<file path="config.mk">
export PLATFORM = sky130hd
export DESIGN_NAME = sba_execute
export DESIGN_NICKNAME = d
export VERILOG_FILES = /design/src/sba_pkg.sv /design/src/sba_execute.sv
export SDC_FILE = /design/constraint.sdc
export NUM_CORES = 1
export LEC_CHECK = 0
export BUFFER_PORTS_ARGS = -buffer_cell sky130_fd_sc_hd__buf_4
export CORE_MARGIN = 2
export CORE_UTILIZATION = 40
export CTS_CLUSTER_DIAMETER = 200
export CTS_CLUSTER_SIZE = 20
export DETAILED_ROUTE_END_ITERATION = 12
export GPL_ROUTABILITY_DRIVEN = 0
export PLACE_DENSITY = 0.7
export SLEW_MARGIN = 20
export SYNTH_ARGS = -nofsm -noshare
export SYNTH_HDL_FRONTEND = slang
export SYNTH_SLANG_ARGS = --single-unit
export TNS_END_PERCENT = 10
</file>
<file path="constraint.sdc">
create_clock -name clk -period 3.3 [get_ports clk]
set_input_delay 0.165 -clock clk [delete_from_list [all_inputs] [get_ports clk]]
set_output_delay 0.165 -clock clk [all_outputs]
set_load 0.02 [all_outputs]
</file>
<file path="src/sba_pkg.sv">
// Shared DMI and system bus types; 32-bit addresses and 32-bit accesses only
package sba_pkg;

  //////////////////////////////
  // DMI side
  //////////////////////////////

  typedef enum logic [1:0] {
    DmiNop   = 2'd0,
    DmiRead  = 2'd1,
    DmiWrite = 2'd2
  } dmi_op_e;

  // Only the system bus registers are implemented
  typedef enum logic [6:0] {
    Sbcs       = 7'h38,
    SbAddress0 = 7'h39,
    SbData0    = 7'h3C
  } dmi_addr_e;

  typedef struct packed {
    logic        valid;
    dmi_op_e     op;
    dmi_addr_e   addr;
    logic [31:0] data;
  } dmi_req_t;

  typedef struct packed {
    logic        valid;
    logic [31:0] data;
  } dmi_rsp_t;

  //////////////////////////////
  // SBCS layout
  //////////////////////////////

  // Bit positions follow the debug spec; sbreadonaddr and wide accesses are absent
  typedef struct packed {
    logic [2:0] sbversion;
    logic [5:0] zero3;
    logic       sbbusyerror;
    logic       sbbusy;
    logic       zero2;
    logic [2:0] sbaccess;
    logic       sbautoincrement;
    logic       sbreadondata;
    logic [2:0] sberror;
    logic [6:0] sbasize;
    logic [1:0] zero1;
    logic       sbaccess32;
    logic [1:0] zero0;
  } sbcs_t;

  typedef union packed {
    logic [31:0] raw;
    sbcs_t       sbcs;
  } sba_word_u;

  localparam logic [2:0] SbVersion  = 3'd1;
  localparam logic [6:0] SbAsize    = 7'd32;
  localparam logic [2:0] SbAccess32 = 3'd2;

  // sberror codes
  localparam logic [2:0] SbErrNone = 3'd0;
  localparam logic [2:0] SbErrAddr = 3'd2;
  localparam logic [2:0] SbErrSize = 3'd4;

  //////////////////////////////
  // Internal paths
  //////////////////////////////

  typedef enum logic [1:0] {
    RegSbcs,
    RegAddress,
    RegData,
    RegNone
  } sba_reg_e;

  typedef struct packed {
    logic      valid;
    logic      write;
    sba_reg_e  reg_sel;
    sba_word_u data;
  } sba_cmd_t;

  typedef struct packed {
    sbcs_t       sbcs;
    logic [31:0] address;
    logic [31:0] data;
    logic        busy;
  } sba_regs_t;

  typedef struct packed {
    logic        valid;
    logic        we;
    logic [31:0] addr;
    logic [31:0] wdata;
  } bus_req_t;

  typedef struct packed {
    logic        valid;
    logic [31:0] rdata;
  } bus_rsp_t;

endpackage

</file>
<file path="src/sba_execute.sv">
// One bus access in flight at most; only word accesses, address checked against 4*MemWords
`timescale 1ns/1ps

module sba_execute
  import sba_pkg::*;
#(
  parameter int unsigned MemWords = 256
) (
  input  logic      clk,
  input  logic      rst_n_i,
  input  sba_cmd_t  cmd_i,
  input  bus_rsp_t  bus_rsp_i,
  output sba_regs_t regs_o,
  output bus_req_t  bus_req_o
);

  localparam longint unsigned AddrLimit = 64'(MemWords) * 64'd4;

  logic        busy_q, busy_d;
  logic        busyerr_q, busyerr_d;
  logic        readondata_q, readondata_d;
  logic [2:0]  access_q, access_d;
  logic        autoinc_q, autoinc_d;
  logic [2:0]  sberror_q, sberror_d;
  logic [31:0] address_q, address_d;
  logic [31:0] data_q, data_d;

  logic        trigger;
  logic        start;
  logic        bus_valid_q;
  logic        bus_we_q;
  logic [31:0] bus_addr_q;
  logic [31:0] bus_wdata_q;

  //////////////////////////////
  // Next state
  //////////////////////////////

  always_comb begin
    busy_d       = busy_q;
    busyerr_d    = busyerr_q;
    readondata_d = readondata_q;
    access_d     = access_q;
    autoinc_d    = autoinc_q;
    sberror_d    = sberror_q;
    address_d    = address_q;
    data_d       = data_q;
    trigger      = 1'b0;
    start        = 1'b0;

    // Bus completion
    if (bus_rsp_i.valid) begin
      busy_d = 1'b0;
      if (!bus_we_q) begin
        data_d = bus_rsp_i.rdata;
      end
      if (autoinc_q) begin
        address_d = address_q + 32'd4;
      end
    end

    if (cmd_i.valid) begin
      case (cmd_i.reg_sel)
        RegSbcs: begin
          if (cmd_i.write) begin
            // Error bits are write-one-to-clear
            busyerr_d    = busyerr_q & ~cmd_i.data.sbcs.sbbusyerror;
            sberror_d    = sberror_q & ~cmd_i.data.sbcs.sberror;
            readondata_d = cmd_i.data.sbcs.sbreadondata;
            access_d     = cmd_i.data.sbcs.sbaccess;
            autoinc_d    = cmd_i.data.sbcs.sbautoincrement;
          end
        end
        RegAddress: begin
          if (busy_q) begin
            busyerr_d = 1'b1;
          end else if (cmd_i.write) begin
            address_d = cmd_i.data.raw;
          end
        end
        RegData: begin
          if (busy_q) begin
            busyerr_d = 1'b1;
          end else begin
            if (cmd_i.write) begin
              data_d = cmd_i.data.raw;
            end
            trigger = cmd_i.write | readondata_q;
          end
        end
        default: ;
      endcase
    end

    // Pending errors block new accesses
    if (trigger && sberror_q == SbErrNone && !busyerr_q) begin
      if (access_q != SbAccess32) begin
        sberror_d = SbErrSize;
      end else if (64'(address_q) >= AddrLimit) begin
        sberror_d = SbErrAddr;
      end else begin
        start  = 1'b1;
        busy_d = 1'b1;
      end
    end
  end

  //////////////////////////////
  // State registers
  //////////////////////////////

  always_ff @(posedge clk or negedge rst_n_i) begin
    if (!rst_n_i) begin
      busy_q       <= 1'b0;
      busyerr_q    <= 1'b0;
      readondata_q <= 1'b0;
      access_q     <= SbAccess32;
      autoinc_q    <= 1'b0;
      sberror_q    <= SbErrNone;
      address_q    <= '0;
      data_q       <= '0;
      bus_valid_q  <= 1'b0;
    end else begin
      busy_q       <= busy_d;
      busyerr_q    <= busyerr_d;
      readondata_q <= readondata_d;
      access_q     <= access_d;
      autoinc_q    <= autoinc_d;
      sberror_q    <= sberror_d;
      address_q    <= address_d;
      data_q       <= data_d;
      bus_valid_q  <= start;
    end
  end

  // Request payload, captured at the trigger edge
  always_ff @(posedge clk) begin
    if (start) begin
      bus_we_q    <= cmd_i.write;
      bus_addr_q  <= address_q;
      bus_wdata_q <= cmd_i.data.raw;
    end
  end

  assign bus_req_o = '{valid: bus_valid_q, we: bus_we_q, addr: bus_addr_q, wdata: bus_wdata_q};

  // Live fields only, fixed fields and sbbusy are merged on readout
  always_comb begin
    regs_o                      = '0;
    regs_o.sbcs.sbbusyerror     = busyerr_q;
    regs_o.sbcs.sbreadondata    = readondata_q;
    regs_o.sbcs.sbaccess        = access_q;
    regs_o.sbcs.sbautoincrement = autoinc_q;
    regs_o.sbcs.sberror         = sberror_q;
    regs_o.address              = address_q;
    regs_o.data                 = data_q;
    regs_o.busy                 = busy_q;
  end

endmodule

</file>
==> results.ini <==
[timing]
relSlewSlack_pct=40.7
fmax_ghz=0.366
final.period_utilization_pct=82.8
drv_slew=0
finalClockSkew_ns=0.0110
setup_tns_ns=0
hold_viol=0
worstMarginPinSlew_ns=0.886
fin_crit_ns=2.73
rsz0062_at_grt=false
setup_viol=0

[logic_synthesis]
ys_warn_count=0
yosysTopAreaCell=edfxtp_1
synth_commonest_cells=74 x dfrtp_1, 71 x nor2_1, 65 x edfxtp_1, 63 x a21oi_1, 33 x mux2i_1
synthArstFlopShare_pct=53.6
synth_area_mm2=0.00597
seq_area_frac_synth_pct=64.1
synth-seq-cells=140
ys.flop_type=dfrtp_1
syn_area_per_cell_um2=12.0
synth_cell_types=39
yosys-top-cells-area=edfxtp_1 33%, dfrtp_1 31%, mux2i_1 5.5%
synth_edf_count=65
yosysTopAreaCellShare_pct=32.7
synth_most_common_cell=dfrtp_1
postSynthCellCount=499

[setup_path]
cpMaxStageDelayCell=or4_2
crit_fanout=24
critPathLaunch=address_q[15]
critical_path_arrival_ns=2.84
cpPeakStageDelay_ns=0.69
r2r_start=address_q[15]
path_cells=or4_2 > nor4_1 > and3_4 > buf_4
setup.worst_path.end=bus_addr_q[8]
crit_cells=4
endpoint_kind=register
r2r_end=bus_addr_q[8]
crit_buf_inv=1
required_ns=3.41
reg2regPathDepth=4
startpoint_type=register
critPathKind=register to register
ff2ff_setup_slack_ns=0.57
critical-path-top-delay-family=simple AND/OR/NAND/NOR gates

[global_routing]
grt_max_degree=76
antenna_found_initial=0
grt_usage_pct=20.3
grt_pass1_wl_um=25100
grt_pass1_vias=4743
overflow=0

[finish]
area_growth_pct=44.1
register_area_mm2=0.00383
multi_input_area_mm2=0.00191
final_nets=821
num-fill-cells=1198
utilization_pct=59.2
num_antenna_cells=0
drive_gt1_share_pct=34.6

[drt]
drc_errors=0
vias=4677
drt-pass1-iter-count=4
routed_wl_um=16300
drtIter0Drc=307
final_antenna_net_count=0
vias_per_cell=4.97
wl_per_cell_um=17.3

[job]
cap_viol_max_count=0

[clock_network]
cts_setup_buffers=0
path_clk_slew_ns=0.06
cts.sinks=140
ctsRootBufferMaster=clkbuf_16
cts_buffer_depth=2
worst_skew_pair.late_latency_ns=0.42
cts_tree=yes
tritoncts.num_buffers=17
postCtsResizedCells=0
htree_levels=4

[power_and_ir_drop]
ir_worst_vdd_mv=0.309
power_density_mw_per_mm2=627
power_mw=5.40
p_leak_nw=3.88

[floorplanning]
die_w_um=126
row_count=44
initial_core_util_pct=41.1
core_area_mm2=0.0145
ios=234
die_area_mm2=0.0159
die_h_um=126

[placed_design]
place.detailed.hpwl_um=11500
port_buffers=210

[status]
status=completed

[min_path]
hold_class=input port to register

[metal layers]
| layer | vias to the layer above | global-route usage, % | wire length, um |
|---|---|---|---|
| li1 | 2188 | - | - |
| met1 | 2264 | 25.2 | 6660 |
| met2 | 208 | 34.2 | 8120 |
| met3 | 17 | 6.16 | 1220 |
| met4 | 0 | 6.66 | 245 |
| met5 | - | 0 | 0 |
[metrics by stage]
step	cell area [um2]	worst slack, ns	hold slack (ns)	instances
finish	8610	0.568	0.0413	941
global route	8610	0.491	0.0467	941
CTS	8590	0.594	0.00695	940
detailed placement	7650	0.603	0.365	875
global placement	7650	0.673	0.363	875
floorplan	6050	0.531	-0.131	521
[cells in the final DEF (no fill, tap or decap), drive strengths merged, types with 14 or more instances in the layout]
cell         count
buf            217
dfrtp           74
nor2            71
edfxtp          65
a21oi           63
dlygate4sd3     34
mux2i           33
nand2           31
conb            23
clkbuf          18
xnor2           14
[repair_timing]
| action | 4_1_cts | 5_1_grt |
|---|---|---|
| hold endpoints to repair | 114 | 1 |
| setup endpoints to repair | 0 | 0 |
| hold buffers | 33 | 1 |
[layout make-up]
class	count	share of cell area [%]
Timing Repair Buffer	251	23.1
Sequential cell	140	44.5
Tap cell	184	2.68
Clock buffer	18	5.10
Inverter	11	0.480
Clock inverter	14	1.96
Multi-Input combinational cell	323	22.2
[worst min-delay path by stage]
stage,startpoint,end,slack [ns],cells past startpoint
finish,bus_rsp_i[29],data_q[29],0.04,3
global route,bus_rsp_i[27],data_q[27],0.05,3
CTS,cmd_i[22],bus_wdata_q[22],0.007,1
detailed placement,cmd_i[1],bus_wdata_q[1],0.36,1
global placement,cmd_i[1],bus_wdata_q[1],0.36,1
floorplan,rst_n_i,access_q[0],-0.13,0
[cells by family after synthesis]
| group | synth area share, % |
|---|---|
| multiplexers | 5.91 |
| AND/OR/NAND/NOR | 13.0 |
| buffers and inverters | 5.53 |
| adder cells (fa/ha/maj) | 1.26 |
| other | 0.0628 |
| AO/OA/AOI/OAI | 6.12 |
| flip-flops | 64.1 |
| XOR/XNOR | 3.96 |
[worst reg2reg max path: stages, from the launching register on]
cell and delay [ns]:
dfrtp_1 0.45, or4_2 0.69, nor4_1 0.45, and3_4 0.52, buf_4 0.31
[flip-flops by register name, summed over array words and instances (netlist names)]
register / count
address_q: 32
bus_addr_q: 32
bus_wdata_q: 32
data_q: 32
access_q: 3
sberror_q: 3
autoinc_q: 1
bus_valid_q: 1
bus_we_q: 1
busy_q: 1
busyerr_q: 1
readondata_q: 1
[report_power, final]
part           internal (mW)  leakage (nW)  switching, mW
Combinational          0.515          2.15          0.650
Sequential              2.05          1.45          0.237
Clock                   1.21         0.286          0.737
Power figures use the tool's default switching activity.
