## config.mk

```make
export PLATFORM = sky130hd
export DESIGN_NAME = sba_result
export DESIGN_NICKNAME = d
export VERILOG_FILES = /design/src/sba_pkg.sv /design/src/sba_result.sv
export SDC_FILE = /design/constraint.sdc
export NUM_CORES = 1
export LEC_CHECK = 0
export BUFFER_PORTS_ARGS = -buffer_cell sky130_fd_sc_hd__buf_2
export CAP_MARGIN = 40
export CORE_MARGIN = 1.5
export CORE_UTILIZATION = 41
export DETAILED_ROUTE_END_ITERATION = 6
export HOLD_SLACK_MARGIN = 0.05
export MAX_ROUTING_LAYER = met4
export PLACE_DENSITY = 0.87
export SLEW_MARGIN = 10
export SYNTH_ARGS = -nofsm -noshare
export SYNTH_HDL_FRONTEND = slang
export SYNTH_SLANG_ARGS = --single-unit
```

## constraint.sdc

```tcl
create_clock -name clk -period 0.93 [get_ports clk]
set_input_delay 0.1395 -clock clk [delete_from_list [all_inputs] [get_ports clk]]
set_output_delay 0.1395 -clock clk [all_outputs]
set_load 0.05 [all_outputs]
```

## src/sba_pkg.sv

```systemverilog
// Shared DMI and system bus types; 32-bit addresses and 32-bit accesses only
package sba_pkg;

  //////////////////////////////
  // DMI side
  //////////////////////////////

  typedef enum logic [1:0] {
    DmiNop   = 2'd0,
    DmiRead  = 2'd1,
    DmiWrite = 2'd2
  } dmi_op_e;

  // Only the system bus registers are implemented
  typedef enum logic [6:0] {
    Sbcs       = 7'h38,
    SbAddress0 = 7'h39,
    SbData0    = 7'h3C
  } dmi_addr_e;

  typedef struct packed {
    logic        valid;
    dmi_op_e     op;
    dmi_addr_e   addr;
    logic [31:0] data;
  } dmi_req_t;

  typedef struct packed {
    logic        valid;
    logic [31:0] data;
  } dmi_rsp_t;

  //////////////////////////////
  // SBCS layout
  //////////////////////////////

  // Bit positions follow the debug spec; sbreadonaddr and wide accesses are absent
  typedef struct packed {
    logic [2:0] sbversion;
    logic [5:0] zero3;
    logic       sbbusyerror;
    logic       sbbusy;
    logic       zero2;
    logic [2:0] sbaccess;
    logic       sbautoincrement;
    logic       sbreadondata;
    logic [2:0] sberror;
    logic [6:0] sbasize;
    logic [1:0] zero1;
    logic       sbaccess32;
    logic [1:0] zero0;
  } sbcs_t;

  typedef union packed {
    logic [31:0] raw;
    sbcs_t       sbcs;
  } sba_word_u;

  localparam logic [2:0] SbVersion  = 3'd1;
  localparam logic [6:0] SbAsize    = 7'd32;
  localparam logic [2:0] SbAccess32 = 3'd2;

  // sberror codes
  localparam logic [2:0] SbErrNone = 3'd0;
  localparam logic [2:0] SbErrAddr = 3'd2;
  localparam logic [2:0] SbErrSize = 3'd4;

  //////////////////////////////
  // Internal paths
  //////////////////////////////

  typedef enum logic [1:0] {
    RegSbcs,
    RegAddress,
    RegData,
    RegNone
  } sba_reg_e;

  typedef struct packed {
    logic      valid;
    logic      write;
    sba_reg_e  reg_sel;
    sba_word_u data;
  } sba_cmd_t;

  typedef struct packed {
    sbcs_t       sbcs;
    logic [31:0] address;
    logic [31:0] data;
    logic        busy;
  } sba_regs_t;

  typedef struct packed {
    logic        valid;
    logic        we;
    logic [31:0] addr;
    logic [31:0] wdata;
  } bus_req_t;

  typedef struct packed {
    logic        valid;
    logic [31:0] rdata;
  } bus_rsp_t;

endpackage

```

## src/sba_result.sv

```systemverilog
// Response two cycles after the strobe; reads see register state before their own effects
`timescale 1ns/1ps

module sba_result
  import sba_pkg::*;
(
  input  logic      clk,
  input  logic      rst_n_i,
  input  sba_cmd_t  cmd_i,
  input  sba_regs_t regs_i,
  output dmi_rsp_t  dmi_rsp_o
);

  sba_word_u   sbcs_view;
  logic [31:0] rdata;
  logic        rsp_valid_q;
  logic [31:0] rsp_data_q;

  always_comb begin
    // Constant fields plus the busy flag on top of the live ones
    sbcs_view.sbcs            = regs_i.sbcs;
    sbcs_view.sbcs.sbversion  = SbVersion;
    sbcs_view.sbcs.sbasize    = SbAsize;
    sbcs_view.sbcs.sbaccess32 = 1'b1;
    sbcs_view.sbcs.sbbusy     = regs_i.busy;

    rdata = '0;
    if (!cmd_i.write) begin
      case (cmd_i.reg_sel)
        RegSbcs:    rdata = sbcs_view.raw;
        RegAddress: rdata = regs_i.address;
        RegData:    rdata = regs_i.data;
        default:    rdata = '0;
      endcase
    end
  end

  always_ff @(posedge clk or negedge rst_n_i) begin
    if (!rst_n_i) begin
      rsp_valid_q <= 1'b0;
    end else begin
      rsp_valid_q <= cmd_i.valid;
    end
  end

  always_ff @(posedge clk) begin
    if (cmd_i.valid) begin
      rsp_data_q <= rdata;
    end
  end

  assign dmi_rsp_o = '{valid: rsp_valid_q, data: rsp_data_q};

endmodule

```

==> results of run 1 <==
Yosys cell counts:
cell       n  area [um2]
edfxtp_1  32       960.9
buf_2      8       40.04
clkbuf_1   4       15.01
nand2b_1  24       150.1
dfrtp_1    1       25.02
a21o_1     3       22.52
buf_6      2       22.52
a211oi_2  20       250.2
a211oi_1  22       165.2
buf_4      3       22.52
a22oi_1    8       60.06
buf_1      1       3.750
nor2b_1   23       143.9
inv_1      3       11.26
a21oi_1    3       15.01
nor2_1     8       30.03
area by class of cell:
type                       count  area, um2  area share
timing repair buffer         136       1055      0.3406
sequential                    33      985.9      0.3184
clock buffer                   6      72.57     0.02343
inverter                       3      11.26    0.003636
clock inverter                 2      10.01    0.003232
multi-input combinational    111      897.1      0.2897
tap                           52      65.06     0.02101
sequential cells by signal (all words and copies together) (netlist names):
register and count:
rsp_data_q 32, rsp_valid_q 1
per-stage QoR:
| stage | TNS (ns) | cells | hold WS, ns | setup WS, ns | total power, mW |
|---|---|---|---|---|---|
| after floorplan | -0.4177 | 165 | -0.1561 | -0.02969 | 2.618 |
| after global placement | -5.410 | 333 | -0.08480 | -0.2342 | 3.028 |
| after detailed placement | -6.758 | 333 | -0.07936 | -0.3072 | 3.052 |
| after CTS | -1.666 | 342 | 0.1615 | -0.08626 | 4.251 |
| after global routing | -2.112 | 343 | 0.1756 | -0.09306 | 4.420 |
| final | -1.245 | 343 | 0.1785 | -0.05629 | 4.245 |
how the worst max path moves through the flow:
stage	from	endpoint	slack, ns	cells past startpoint
after floorplan	cmd_i[32]	rsp_data_q[21]	-0.03	4
after global placement	cmd_i[33]	rsp_data_q[25]	-0.23	5
after detailed placement	cmd_i[33]	rsp_data_q[6]	-0.31	4
after CTS	rsp_data_q[18]	dmi_rsp_o[18]	-0.09	1
after global routing	rsp_data_q[14]	dmi_rsp_o[14]	-0.09	1
final	rsp_data_q[0]	dmi_rsp_o[0]	-0.06	1
what timing repair did:
| item | CTS | global route |
|---|---|---|
| setup endpoints to repair | 39 | 52 |
| hold endpoints to repair | 1 | 0 |
| resized for setup | 67 | 8 |
| hold buffers | 1 | 0 |
| cloned | 0 | 1 |
| pin swaps | 0 | 1 |
report_power, final:
group / internal [mW] / switching [mW]
logic: 0.601 / 0.794
clock network: 0.518 / 0.500
registers: 1.77 / 0.0575
per-layer routing:
| layer | GRT usage | vias to the layer above | wire [um] |
|---|---|---|---|
| li1 | - | 865 | - |
| met1 | 0.1872 | 847 | 1674 |
| met2 | 0.3621 | 79 | 2761 |
| met3 | 0.03235 | 9 | 335 |
| met4 | 0.08595 | 0 | 97 |
| met5 | - | - | 0 |
logic make-up after synthesis:
family / count (synthesis) / share of synthesized area
compound gates: 56 / 0.2647
flops: 33 / 0.5087
buf+inv: 21 / 0.05939
simple gates: 55 / 0.1672
==> results.py, run 1 <==
metrics = {
    "job": {
        "cap_violations": 0,
    },
    "yosys": {
        "synth_cell_types": 16,
        "synth.net_count": 300,
        "ys_seq_area_frac": 0.5087,
        "synthesis.area_mm2": 0.001938,
        "ys_warn_count": 0,
        "syn_inst": 165,
        "avgSynthCellArea_um2": 11.75,
        "synth_seq_cells": 33,
    },
    "clock_network": {
        "cts.clk_slew.worst_paths_ns": 0.07,
        "h-tree-depth": 2,
        "cts_buffer_depth": 2,
        "root_buffer": "clkbuf_8",
        "numCtsBuffers": 5,
        "post-cts-setup-buffers": 0,
        "cts_tree": "yes",
        "cts_sinks": 33,
    },
    "layout": {
        "n_fill_cell": 333,
        "n_antenna_cell": 0,
        "area_growth_pct": 59.78,
        "fin_nets": 425,
        "mostFrequentLayoutCells": "89 x buf_2, 33 x buf_6, 32 x edfxtp_1, 31 x a211oi_2, 24 x nand2b_1",
        "drive_above_1_share": 0.6014,
        "final_common_cell": "buf_2",
        "stdcell_area_mm2": 0.003097,
        "fin_util": 0.6968,
    },
    "route": {
        "vias_per_cell": 5.248,
        "first_iter_violations": 94,
        "avgRoutedWirePerCell_um": 14.20,
        "num_vias": 1800,
        "remaining_drc_errors": 9,
        "first_pass_iters": 6,
        "wl_um": 4869,
        "antenna_left": 0,
    },
    "grt": {
        "grt_pass1_wl_um": 7424,
        "grt_max_degree": 37,
        "grt_pass1_vias": 1710,
        "grt_overflow": 0,
        "antenna_found_initial": 0,
        "grt.total_usage": 0.1908,
    },
    "sta": {
        "period_needed_ns": 0.9863,
        "clock.fmax_ghz": 1.014,
        "slew_viol_final": 0,
        "worst_slack_ns": -0.05629,
        "relSlewSlack": 0.7827,
        "worstMarginPinSlew_ns": 0.3245,
        "final-hold-violation-count": 0,
        "finalSetupViolations": 33,
        "rsz0062_at_grt": "true",
        "finalCritPeriodShare": 1.061,
    },
    "worst_setup_path": {
        "worst_ep_required_time_ns": 0.79,
        "path_cells": "buf_6",
        "path_max_fanout": 1,
        "critPathArrivalTime_ns": 0.85,
        "path_class": "reg2out",
        "start_kind": "register",
        "worstSetupEndpointType": "primary output",
        "cpLargestDelayFamily": "flip-flops",
        "cp_num_buf_inv": 1,
        "slowest_stage": "edfxtp_1",
        "cp_slowest_stage_delay_ns": 0.40,
    },
    "floorplan": {
        "num_rows": 24,
        "die_h_um": 71.76,
        "die_w_um": 71.76,
        "start_util": 0.4361,
        "core-area_mm2": 0.004444,
        "ios": 168,
        "die-area_mm2": 0.005149,
    },
    "place": {
        "place_hpwl_um": 3495,
        "placed_area_mm2": 0.002735,
        "io_buffers": 123,
        "place.gp.congestion": 0.7116,
    },
    "power_and_ir_drop": {
        "ir_drop_v": 0.0006521,
        "leakage_nw": 1.287,
        "p_per_area_mw_per_mm2": 1371,
    },
    "min_path": {
        "hold_path_class": "in2async",
    },
    "status": {
        "status": "finished, violations left",
        "violations": "design-rule violations, negative setup slack",
    },
}
Note: power is estimated with default switching activity, not from simulation.
==> run 2: changes to the inputs <==
--- a/config.mk
+++ b/config.mk
@@ -10,6 +10,7 @@
 export CORE_MARGIN = 1.5
 export CORE_UTILIZATION = 41
 export DETAILED_ROUTE_END_ITERATION = 6
+export GPL_TIMING_DRIVEN = 0
 export HOLD_SLACK_MARGIN = 0.05
 export MAX_ROUTING_LAYER = met4
 export PLACE_DENSITY = 0.87
==> run 2 against run 1 <==
Critical endpoint is now dmi_rsp_o[23]. Power shrank 0.18%. Clock-buffer cell count shrank 1. Wire length grew 8.2%. Cell area shrank 2.6%. The flow still finishes with violations (design-rule violations, negative setup slack). Sequential share of layout area grew 0.86 points. Non-clock buffer count grew 5.
==> results.py, run 2 (synthesis results as in run 1) <==
metrics = {
    "status": {
        "status": "finished, violations left",
        "violations": "design-rule violations, negative setup slack",
    },
    "worst_setup_path": {
        "path_max_fanout": 1,
        "cp-endpoint": "dmi_rsp_o[23]",
        "worst_ep_required_time_ns": 0.79,
        "cpLargestDelayFamily": "flip-flops",
        "cp_slowest_stage_delay_ns": 0.40,
        "worstSetupEndpointType": "primary output",
        "path_class": "reg2out",
        "start_kind": "register",
        "worst-path-stages": 1,
        "cp_num_buf_inv": 1,
        "critPathArrivalTime_ns": 0.85,
        "slowest_stage": "edfxtp_1",
        "startpoint": "rsp_data_q[23]",
        "path_cells": "buf_6",
    },
    "power_and_ir_drop": {
        "clockPowerShare": 0.248,
        "intPower_mw": 2.845,
        "leakage_nw": 1.260,
        "p_per_area_mw_per_mm2": 1405,
        "power.share.combinational": 0.320,
        "ir_drop_v": 0.0007964,
        "switching_share": 0.3284,
        "switching_power_mw": 1.392,
        "seq_power_share": 0.432,
    },
    "place": {
        "place_hpwl_um": 3835,
        "place_ws_ns": -0.3664,
        "place.gp.congestion": 0.7654,
        "io_buffers": 123,
    },
    "clock_network": {
        "numCtsBuffers": 5,
        "post-cts-setup-buffers": 0,
        "root_buffer": "clkbuf_8",
        "cts.clk_slew.worst_paths_ns": 0.07,
        "h-tree-depth": 2,
        "cts_tree": "yes",
        "cts_sinks": 33,
        "cts_buffer_depth": 2,
    },
    "floorplan": {
        "start_util": 0.4361,
        "die_h_um": 71.76,
        "num_rows": 24,
        "ios": 168,
        "die-area_mm2": 0.005149,
        "die_w_um": 71.76,
        "core-area_mm2": 0.004444,
    },
    "sta": {
        "relSlewSlack": 0.5032,
        "clock.fmax_ghz": 1.006,
        "rsz0062_at_grt": "true",
        "worst_slack_ns": -0.06449,
        "finalSetupViolations": 33,
        "finalCritPeriodShare": 1.069,
        "slew_viol_final": 0,
        "worst_hold_slack_ns": 0.1710,
        "period_needed_ns": 0.9945,
        "worstMarginPinSlew_ns": 0.7453,
        "final-hold-violation-count": 0,
    },
    "route": {
        "first_pass_iters": 6,
        "first_iter_violations": 73,
        "num_vias": 1774,
        "wl_um": 5266,
        "vias_per_cell": 5.098,
        "antenna_left": 0,
        "avgRoutedWirePerCell_um": 15.13,
        "remaining_drc_errors": 9,
    },
    "layout": {
        "mostFrequentLayoutCells": "95 x buf_2, 38 x buf_6, 33 x a211oi_2, 32 x edfxtp_1, 24 x nand2b_1",
        "final_common_cell": "buf_2",
        "n_fill_cell": 349,
        "n_antenna_cell": 0,
        "register_area_um2": 985.9,
        "largest_reg_flops": 32,
        "reg.largest.list": "rsp_data_q x32, rsp_valid_q x1",
        "fin_nets": 430,
        "multi_input_area_um2": 907.1,
        "drive_above_1_share": 0.6115,
        "largest-register": "rsp_data_q",
        "fin_util": 0.6785,
        "area_growth_pct": 55.58,
    },
    "grt": {
        "grt_pass1_wl_um": 8245,
        "grt_pass1_vias": 1811,
        "grt_overflow": 0,
        "antenna_found_initial": 0,
        "grt.total_usage": 0.2164,
        "grt_max_degree": 34,
    },
    "job": {
        "cap_violations": 0,
    },
    "min_path": {
        "hold_path_class": "in2async",
    },
}
run 2: power by group through the flow:
stage / Clock [mW] / Combinational, mW / Sequential (mW)
global placement: 0 / 1.17 / 1.83
CTS: 1.08 / 1.34 / 1.83
detailed placement: 0 / 1.18 / 1.83
finish: 1.05 / 1.36 / 1.83
global route: 1.15 / 1.44 / 1.84
floorplan: 0 / 0.354 / 2.26
run 2: final cells by class:
class	count	share of cell area
sequential	33	0.3270
multi-input combinational	111	0.3008
timing repair buffer	124	0.2772
buffer	17	0.04108
clock buffer	5	0.02282
tap	52	0.02158
clock inverter	3	0.005809
inverter	3	0.003734
run 2: routing by layer:
layer / vias up / track usage / routed length [um]
met5: - / - / 0
met1: 822 / 0.2329 / 1995
met3: 6 / 0.05204 / 355
li1: 874 / - / -
met4: 0 / 0.07128 / 70
met2: 72 / 0.3889 / 2845
run 2: repair_timing:
action,4_1_cts,5_1_grt
resized for setup,72,12
hold buffers,1,0
pin swaps,0,0
cloned,0,0
endpoints found under the setup margin,43,50
endpoints found under the hold margin,1,0
run 2: how the worst min path moves through the flow:
| stage | startpoint | to | slack, ns | cells past startpoint |
|---|---|---|---|---|
| after floorplan | rst_n_i | rsp_valid_q | -0.16 | 0 |
| after global placement | rst_n_i | rsp_valid_q | -0.08 | 1 |
| after detailed placement | rst_n_i | rsp_valid_q | -0.08 | 1 |
| after CTS | rst_n_i | rsp_valid_q | 0.15 | 2 |
| after global routing | rst_n_i | rsp_valid_q | 0.16 | 2 |
| final | rst_n_i | rsp_valid_q | 0.17 | 2 |
run 2: stage by stage:
step	cells	cell area, um2	power, mW	setup TNS (ns)
after global routing	348	3015	4.421	-2.370
after global placement	340	2659	2.992	-13.78
final	348	3015	4.237	-1.369
after floorplan	165	1978	2.618	-0.4177
after detailed placement	340	2659	3.014	-14.45
after CTS	348	2978	4.248	-1.695
