<file path="config.mk">
export PLATFORM = sky130hd
export DESIGN_NAME = dmi_decode
export DESIGN_NICKNAME = d
export VERILOG_FILES = /design/src/sba_pkg.sv /design/src/dmi_decode.sv
export SDC_FILE = /design/constraint.sdc
export NUM_CORES = 1
export LEC_CHECK = 0
export ABC_AREA = 1
export BUFFER_PORTS_ARGS = -buffer_cell sky130_fd_sc_hd__buf_2
export CAP_MARGIN = 25
export CORE_MARGIN = 10
export CORE_UTILIZATION = 45
export CTS_BUF_LIST = sky130_fd_sc_hd__clkbuf_2
export CTS_CLUSTER_DIAMETER = 30
export DETAILED_ROUTE_END_ITERATION = 10
export HOLD_SLACK_MARGIN = 0.05
export PLACE_DENSITY = 0.81
export SLEW_MARGIN = 20
export SYNTH_ARGS = -nofsm -noshare
export SYNTH_HDL_FRONTEND = slang
export SYNTH_SLANG_ARGS = --single-unit
</file>
<file path="constraint.sdc">
create_clock -name clk -period 0.8 [get_ports clk]
set_input_delay 0.08 -clock clk [delete_from_list [all_inputs] [get_ports clk]]
set_output_delay 0.08 -clock clk [all_outputs]
set_load 0.02 [all_outputs]
</file>
<file path="src/sba_pkg.sv">
// Shared DMI and system bus types; 32-bit addresses and 32-bit accesses only
package sba_pkg;

  //////////////////////////////
  // DMI side
  //////////////////////////////

  typedef enum logic [1:0] {
    DmiNop   = 2'd0,
    DmiRead  = 2'd1,
    DmiWrite = 2'd2
  } dmi_op_e;

  // Only the system bus registers are implemented
  typedef enum logic [6:0] {
    Sbcs       = 7'h38,
    SbAddress0 = 7'h39,
    SbData0    = 7'h3C
  } dmi_addr_e;

  typedef struct packed {
    logic        valid;
    dmi_op_e     op;
    dmi_addr_e   addr;
    logic [31:0] data;
  } dmi_req_t;

  typedef struct packed {
    logic        valid;
    logic [31:0] data;
  } dmi_rsp_t;

  //////////////////////////////
  // SBCS layout
  //////////////////////////////

  // Bit positions follow the debug spec; sbreadonaddr and wide accesses are absent
  typedef struct packed {
    logic [2:0] sbversion;
    logic [5:0] zero3;
    logic       sbbusyerror;
    logic       sbbusy;
    logic       zero2;
    logic [2:0] sbaccess;
    logic       sbautoincrement;
    logic       sbreadondata;
    logic [2:0] sberror;
    logic [6:0] sbasize;
    logic [1:0] zero1;
    logic       sbaccess32;
    logic [1:0] zero0;
  } sbcs_t;

  typedef union packed {
    logic [31:0] raw;
    sbcs_t       sbcs;
  } sba_word_u;

  localparam logic [2:0] SbVersion  = 3'd1;
  localparam logic [6:0] SbAsize    = 7'd32;
  localparam logic [2:0] SbAccess32 = 3'd2;

  // sberror codes
  localparam logic [2:0] SbErrNone = 3'd0;
  localparam logic [2:0] SbErrAddr = 3'd2;
  localparam logic [2:0] SbErrSize = 3'd4;

  //////////////////////////////
  // Internal paths
  //////////////////////////////

  typedef enum logic [1:0] {
    RegSbcs,
    RegAddress,
    RegData,
    RegNone
  } sba_reg_e;

  typedef struct packed {
    logic      valid;
    logic      write;
    sba_reg_e  reg_sel;
    sba_word_u data;
  } sba_cmd_t;

  typedef struct packed {
    sbcs_t       sbcs;
    logic [31:0] address;
    logic [31:0] data;
    logic        busy;
  } sba_regs_t;

  typedef struct packed {
    logic        valid;
    logic        we;
    logic [31:0] addr;
    logic [31:0] wdata;
  } bus_req_t;

  typedef struct packed {
    logic        valid;
    logic [31:0] rdata;
  } bus_rsp_t;

endpackage

</file>
<file path="src/dmi_decode.sv">
// One command per strobe, no stall; ops other than read and write decode as no register
`timescale 1ns/1ps

module dmi_decode
  import sba_pkg::*;
(
  input  logic     clk,
  input  logic     rst_n_i,
  input  dmi_req_t dmi_req_i,
  output sba_cmd_t cmd_o
);

  sba_word_u wr_word;
  sba_cmd_t  cmd_d;

  logic      cmd_valid_q;
  logic      cmd_write_q;
  sba_reg_e  cmd_reg_q;
  sba_word_u cmd_data_q;

  always_comb begin
    wr_word.raw   = dmi_req_i.data;
    cmd_d         = '0;
    cmd_d.valid   = dmi_req_i.valid;
    cmd_d.write   = (dmi_req_i.op == DmiWrite);
    cmd_d.reg_sel = RegNone;
    cmd_d.data    = wr_word;

    // Register class, only for real reads and writes
    if (dmi_req_i.op == DmiRead || dmi_req_i.op == DmiWrite) begin
      case (dmi_req_i.addr)
        Sbcs:       cmd_d.reg_sel = RegSbcs;
        SbAddress0: cmd_d.reg_sel = RegAddress;
        SbData0:    cmd_d.reg_sel = RegData;
        default:    cmd_d.reg_sel = RegNone;
      endcase
    end

    // Keep only the writable SBCS fields
    if (cmd_d.reg_sel == RegSbcs) begin
      cmd_d.data.sbcs                 = '0;
      cmd_d.data.sbcs.sbbusyerror     = wr_word.sbcs.sbbusyerror;
      cmd_d.data.sbcs.sbaccess        = wr_word.sbcs.sbaccess;
      cmd_d.data.sbcs.sbautoincrement = wr_word.sbcs.sbautoincrement;
      cmd_d.data.sbcs.sbreadondata    = wr_word.sbcs.sbreadondata;
      cmd_d.data.sbcs.sberror         = wr_word.sbcs.sberror;
    end
  end

  always_ff @(posedge clk or negedge rst_n_i) begin
    if (!rst_n_i) begin
      cmd_valid_q <= 1'b0;
    end else begin
      cmd_valid_q <= cmd_d.valid;
    end
  end

  // Payload follows the strobe
  always_ff @(posedge clk) begin
    if (dmi_req_i.valid) begin
      cmd_write_q <= cmd_d.write;
      cmd_reg_q   <= cmd_d.reg_sel;
      cmd_data_q  <= cmd_d.data;
    end
  end

  assign cmd_o = '{
    valid:   cmd_valid_q,
    write:   cmd_write_q,
    reg_sel: cmd_reg_q,
    data:    cmd_data_q
  };

endmodule

</file>
==> results.py, run 1 <==
metrics = {
    "run_status": {
        "status": "complete, but fails checks",
        "failed_checks": "negative setup slack",
    },
    "detailed_routing": {
        "wirelength_met1_um": 2330,
        "finalWirelength_um": 5970,
        "dr.pass1.iters": 6,
        "routed.top_layer": "met4",
        "vias": 1346,
        "drc": 0,
        "route.met2.wl_um": 3030,
        "wire_per_inst_um": 20.9,
        "antenna_left": 0,
        "drtIter0Drc": 130,
        "wl_met3_um": 480,
        "avgViaCountPerCell": 4.71,
    },
    "critical_path": {
        "max_stage_delay_ns": 0.49,
        "critical_path_class": "reg -> out",
        "cp_max_fo": 1,
        "crit_buf_inv": 1,
        "cp-endpoint": "cmd_o[10]",
        "slowest_stage": "edfxtp_1",
        "crit_family": "flip-flops",
        "path_depth": 1,
        "worstPathArrival_ns": 1.09,
        "crit_chain": "buf_6",
        "setup.worst_path.start": "cmd_data_q[10]",
        "cp-end-kind": "output pin",
        "start_kind": "register",
        "required_ns": 0.72,
    },
    "synth": {
        "synth.area.top_cells": "edfxtp_1 (73%), inv_1 (4.7%), nand2_1 (4.7%)",
        "syn-num-nets": 154,
        "synthArstFlopShare_pct": 2.78,
        "syn_avg_cell_area_um2": 13.3,
        "synth_commonest_cells": "edfxtp_1 (35), inv_1 (18), nand2_1 (18)",
        "synth_top_area_cell": "edfxtp_1",
        "synth_edf_count": 35,
        "synth_top_area_share_pct": 72.7,
        "yosysMostFrequentCell": "edfxtp_1",
        "synth-main-ff-cell": "edfxtp_1",
        "syn_area_um2": 1450,
        "ys_seq_area_share_pct": 74.5,
        "ys_ff_latch": 36,
        "yosysWarnings": 0,
        "ys_types": 15,
        "postSynthCellCount": 109,
    },
    "cts": {
        "cts.sinks": 36,
        "clkTransAtPathRegs_ns": 0.23,
        "cts.path.max_buffers": 2,
        "cts_tree": "built",
        "cts_buffers": 5,
        "htreeDepth": 2,
        "cts-root-buf": "clkbuf_2",
    },
    "timing": {
        "fin_crit_ns": 1.17,
        "maxSlewViolCount": 0,
        "relSlewSlack_pct": 84.4,
        "rsz0062_at_grt": "true",
        "setup_ws_ns": -0.372,
        "finalHoldViolations": 0,
        "fin_crit_sh_pct": 147,
        "worstMarginPinSlew_ns": 0.235,
        "max_freq_mhz": 853,
        "setup_viol": 49,
    },
    "place": {
        "numPortBuffers": 79,
        "placed_cells_incl_taps": 234,
        "hpwl_um": 2900,
        "place_congestion": 0.665,
    },
    "global_route": {
        "antenna_found_initial": 1,
        "grt_usage_pct": 18.1,
        "grt_pass1_wl_um": 8290,
        "grt-ovfl-total": 0,
        "first_global_vias": 1502,
        "grt_max_degree": 37,
    },
    "power": {
        "cellPowerDensity_nw_per_um2": 1520,
        "irDropWorstVdd_mv": 1.25,
        "combPwrFrac_pct": 23.9,
        "power.leakage_nw": 1.27,
        "swShare_pct": 30.0,
        "p_clk_share_pct": 21.0,
        "power_switching_w": 0.00126,
        "internal_power_w": 0.00294,
        "pwr-share-seq_pct": 55.1,
        "power_w": 0.00419,
    },
    "cells_and_area": {
        "post-route-util_pct": 90.4,
        "syn_to_final_growth_pct": 90.9,
        "final_cell_count_no_fill": 286,
        "fillers": 124,
        "layout-drive-gt1-share_pct": 60.6,
        "fin_nets": 285,
    },
    "floorplan": {
        "die_y_um": 76.7,
        "dieArea_um2": 5880,
        "core_um2": 3050,
        "start_util_pct": 47.3,
        "rows": 20,
        "io_pins": 80,
        "die_w_um": 76.7,
    },
    "flow_run": {
        "max-cap-violations": 0,
    },
    "worst_hold_path": {
        "hold_path.class": "in -> reg",
    },
}
==> metrics by stage <==
| stage | setup WS, ns | instance area [um^2] | setup TNS (ns) | hold WS, ns |
|---|---|---|---|---|
| after floorplan | -0.220 | 1470 | -4.44 | -0.216 |
| after global placement | -0.387 | 1960 | -9.36 | -0.145 |
| after detailed placement | -0.446 | 1960 | -10.64 | -0.145 |
| after CTS | -0.270 | 2610 | -9.94 | 0.147 |
| after global routing | -0.390 | 2760 | -12.81 | 0.0806 |
| final | -0.372 | 2760 | -11.38 | 0.0863 |
==> layout by cell type (no fill, tap or decap), drive strengths merged <==
cell         count
buf             91
dlygate4sd3     36
edfxtp          35
inv             28
nand2           28
clkbuf           6
nor2             6
nand3            3
clkinv           3
nand3b           2
diode            1
nand4            1
ha               1
dfrtp            1
==> area by class of cell <==
type | instances | area (um^2) | share of cell area [%]
inverters | 28 | 113 | 4.08
repair buffers | 128 | 1110 | 40.1
clock inverters | 3 | 13.8 | 0.499
well taps | 44 | 55.1 | 2.00
clock buffers | 5 | 25.0 | 0.907
diodes | 1 | 2.50 | 0.0907
flip-flops and latches | 36 | 1080 | 39.0
multi-input cells | 41 | 367 | 13.3
==> registers in the layout, indices dropped and copies added, names as in the netlist <==
name and cells:
cmd_data_q 32, cmd_valid_q 1, cmd_reg_q 2, cmd_write_q 1
==> power groups by stage <==
stage               registers [W]  clock network (W)  logic [W]
global placement          0.00230                  0   0.000603
floorplan                 0.00249                  0   0.000113
global route              0.00232           0.000941    0.00105
detailed placement        0.00230                  0   0.000626
finish                    0.00231           0.000882    0.00100
CTS                       0.00227           0.000798   0.000861
==> metal layers <==
metal / track usage (%) / vias to the layer above
met5: 0 / -
met1: 19.4 / 654
met2: 31.5 / 75
met4: 6.51 / 0
met3: 6.99 / 13
li1: - / 604
==> cell families after synthesis <==
group | after synthesis | synth area share, %
AND/OR/NAND/NOR | 40 | 14.8
flip-flops | 36 | 74.5
buffers and inverters | 32 | 9.87
adder cells (fa/ha/maj) | 1 | 0.866
==> repair_timing <==
| action | in CTS | in global routing |
|---|---|---|
| cloned | 3 | 0 |
| gates resized for setup | 48 | 54 |
| hold buffers | 36 | 0 |
| hold endpoints to repair | 35 | 0 |
| buffers inserted | 1 | 6 |
| pin swaps | 6 | 7 |
| setup endpoints to repair | 51 | 59 |
==> worst min path at each step <==
stage             startpoint             end  slack [ns]  depth (start not counted)
3_3_place_gp         rst_n_i     cmd_valid_q       -0.15                          1
6_report       dmi_req_i[41]   cmd_data_q[6]        0.09                          2
5_1_grt        dmi_req_i[41]   cmd_data_q[9]        0.08                          2
3_5_place_dp         rst_n_i     cmd_valid_q       -0.14                          1
2_1_floorplan        rst_n_i     cmd_valid_q       -0.22                          0
4_1_cts        dmi_req_i[41]  cmd_data_q[31]        0.15                          2
Power figures use the tool's default switching activity.
==> run 2: changes to the inputs <==
--- a/config.mk
+++ b/config.mk
@@ -15,6 +15,7 @@
 export DETAILED_ROUTE_END_ITERATION = 10
 export HOLD_SLACK_MARGIN = 0.05
 export PLACE_DENSITY = 0.81
+export SETUP_SLACK_MARGIN = 0.15
 export SLEW_MARGIN = 20
 export SYNTH_ARGS = -nofsm -noshare
 export SYNTH_HDL_FRONTEND = slang
==> results.py, run 2 (same netlist as run 1, synthesis figures left out) <==
metrics = {
    "timing": {
        "setup_ws_ns": -0.352,
        "fin_crit_ns": 1.15,
        "finalHoldViolations": 1,
        "setup_viol": 56,
        "rsz0062_at_grt": "true",
        "relSlewSlack_pct": 86.2,
        "maxSlewViolCount": 0,
        "max_freq_mhz": 868,
        "whs_ns": -0.0258,
        "fin_crit_sh_pct": 144,
        "worstMarginPinSlew_ns": 0.207,
    },
    "cells_and_area": {
        "num_antenna_cells": 0,
        "reg_top3": "cmd_data_q x32, cmd_reg_q x2",
        "final_cell_mix": "buf_2 (43), buf_6 (38), edfxtp_1 (35), dlygate4sd3_1 (35), inv_2 (27)",
        "fillers": 73,
        "fin_nets": 285,
        "final_common_cell": "buf_2",
        "largest_reg_flops": 32,
        "syn_to_final_growth_pct": 102,
        "layout-drive-gt1-share_pct": 67.2,
        "regMostFlops": "cmd_data_q",
        "final_cell_count_no_fill": 285,
    },
    "cts": {
        "cts_buffers": 5,
        "clkTransAtPathRegs_ns": 0.21,
        "htreeDepth": 2,
        "cts-root-buf": "clkbuf_2",
        "cts.path.max_buffers": 2,
        "cts_tree": "built",
        "cts.sinks": 36,
    },
    "critical_path": {
        "crit_buf_inv": 1,
        "critical_path_class": "reg -> out",
        "required_ns": 0.72,
        "worstPathArrival_ns": 1.07,
        "max_stage_delay_ns": 0.47,
        "crit_chain": "buf_6",
        "start_kind": "register",
        "path_depth": 1,
        "crit_family": "flip-flops",
        "cp-end-kind": "output pin",
        "slowest_stage": "edfxtp_1",
        "cp_max_fo": 1,
    },
    "run_status": {
        "status": "complete, but fails checks",
        "failed_checks": "negative hold slack, negative setup slack",
    },
    "flow_run": {
        "max-cap-violations": 0,
    },
    "power": {
        "irDropWorstVdd_mv": 1.25,
        "power_w": 0.00430,
        "power.leakage_nw": 1.32,
        "cellPowerDensity_nw_per_um2": 1470,
    },
    "worst_hold_path": {
        "hold_path.class": "in -> reg",
        "holdPathEnd": "cmd_write_q",
        "hold_start": "dmi_req_i[40]",
        "hold_depth": 2,
    },
    "global_route": {
        "first_global_vias": 1491,
        "antenna_found_initial": 0,
        "grt-ovfl-total": 0,
        "grt_usage_pct": 18.6,
        "grt_pass1_wl_um": 8340,
        "grt_max_degree": 37,
    },
    "detailed_routing": {
        "drc": 0,
        "avgViaCountPerCell": 4.79,
        "dr.pass1.iters": 4,
        "finalWirelength_um": 6500,
        "vias": 1366,
        "wire_per_inst_um": 22.8,
        "antenna_left": 0,
        "drtIter0Drc": 143,
    },
    "floorplan": {
        "rows": 20,
        "start_util_pct": 47.3,
        "die_y_um": 76.7,
        "dieArea_um2": 5880,
        "io_pins": 80,
        "die_w_um": 76.7,
        "core_um2": 3050,
    },
    "place": {
        "placed_cells_incl_taps": 234,
        "dp_slack_ns": -0.446,
        "hpwl_um": 2900,
        "place_congestion": 0.665,
        "numPortBuffers": 79,
    },
}
-- run 2: changes by cell type in the layout (fill, tap and decap cells not counted), moves of 2 or more --
cell,change
nand2_1,-4
nand2_2,-3
nor2_1,-2
inv_2,+9
buf_6,+7
inv_1,-9
buf_4,-3
buf_16,+3
buf_2,-6
nand2_4,+7
-- run 2: worst max-delay path by stage --
stage	startpoint	endpoint	slack, ns
2_1_floorplan	dmi_req_i[35]	cmd_data_q[0]	-0.22
3_3_place_gp	dmi_req_i[35]	cmd_data_q[2]	-0.39
3_5_place_dp	dmi_req_i[35]	cmd_data_q[11]	-0.45
4_1_cts	cmd_data_q[28]	cmd_o[28]	-0.27
5_1_grt	cmd_data_q[13]	cmd_o[13]	-0.39
6_report	cmd_data_q[25]	cmd_o[25]	-0.35
-- run 2: what timing repair did --
item | CTS | global route
endpoints found under the hold margin | 35 | 6
setup buffers | 3 | 2
pin swaps | 18 | 9
resized for setup | 71 | 68
hold buffers | 30 | 5
cloned | 3 | 0
setup endpoints to repair | 61 | 61
-- run 2: stage by stage --
step / hold slack, ns / setup TNS (ns) / area [um^2] / util, %
finish: -0.0258 / -13.12 / 2910 / 95.4
global route: -0.0511 / -14.93 / 2910 / 95.4
CTS: -0.0431 / -10.30 / 2640 / 86.5
detailed placement: -0.145 / -10.64 / 1960 / 64.1
global placement: -0.145 / -9.36 / 1960 / 64.1
floorplan: -0.216 / -4.44 / 1470 / -
-- run 2: metal layers --
metal / GRT usage [%] / part of all wire [%] / vias to the layer above
met4: 8.36 / 1.6 / 0
met5: 0 / 0 / -
met2: 34.1 / 53 / 93
met3: 6.06 / 7.7 / 12
met1: 18.6 / 38 / 657
li1: - / - / 604
-- run 2: where the power goes --
part / switching (W) / internal, W
combinational: 0.000530 / 0.000552
clock: 0.000702 / 0.000195
sequential: 0.0000835 / 0.00223
-- run 2: cell type report --
cell class                      count  area (um^2)  area share (%)
Timing Repair Buffer              128         1200            41.2
Clock buffer                        5         25.0           0.859
Inverter                           28          113            3.87
Sequential cell                    36         1080            36.9
Tap cell                           44         55.1            1.89
Multi-Input combinational cell     41          429            14.7
Clock inverter                      3         13.8           0.473
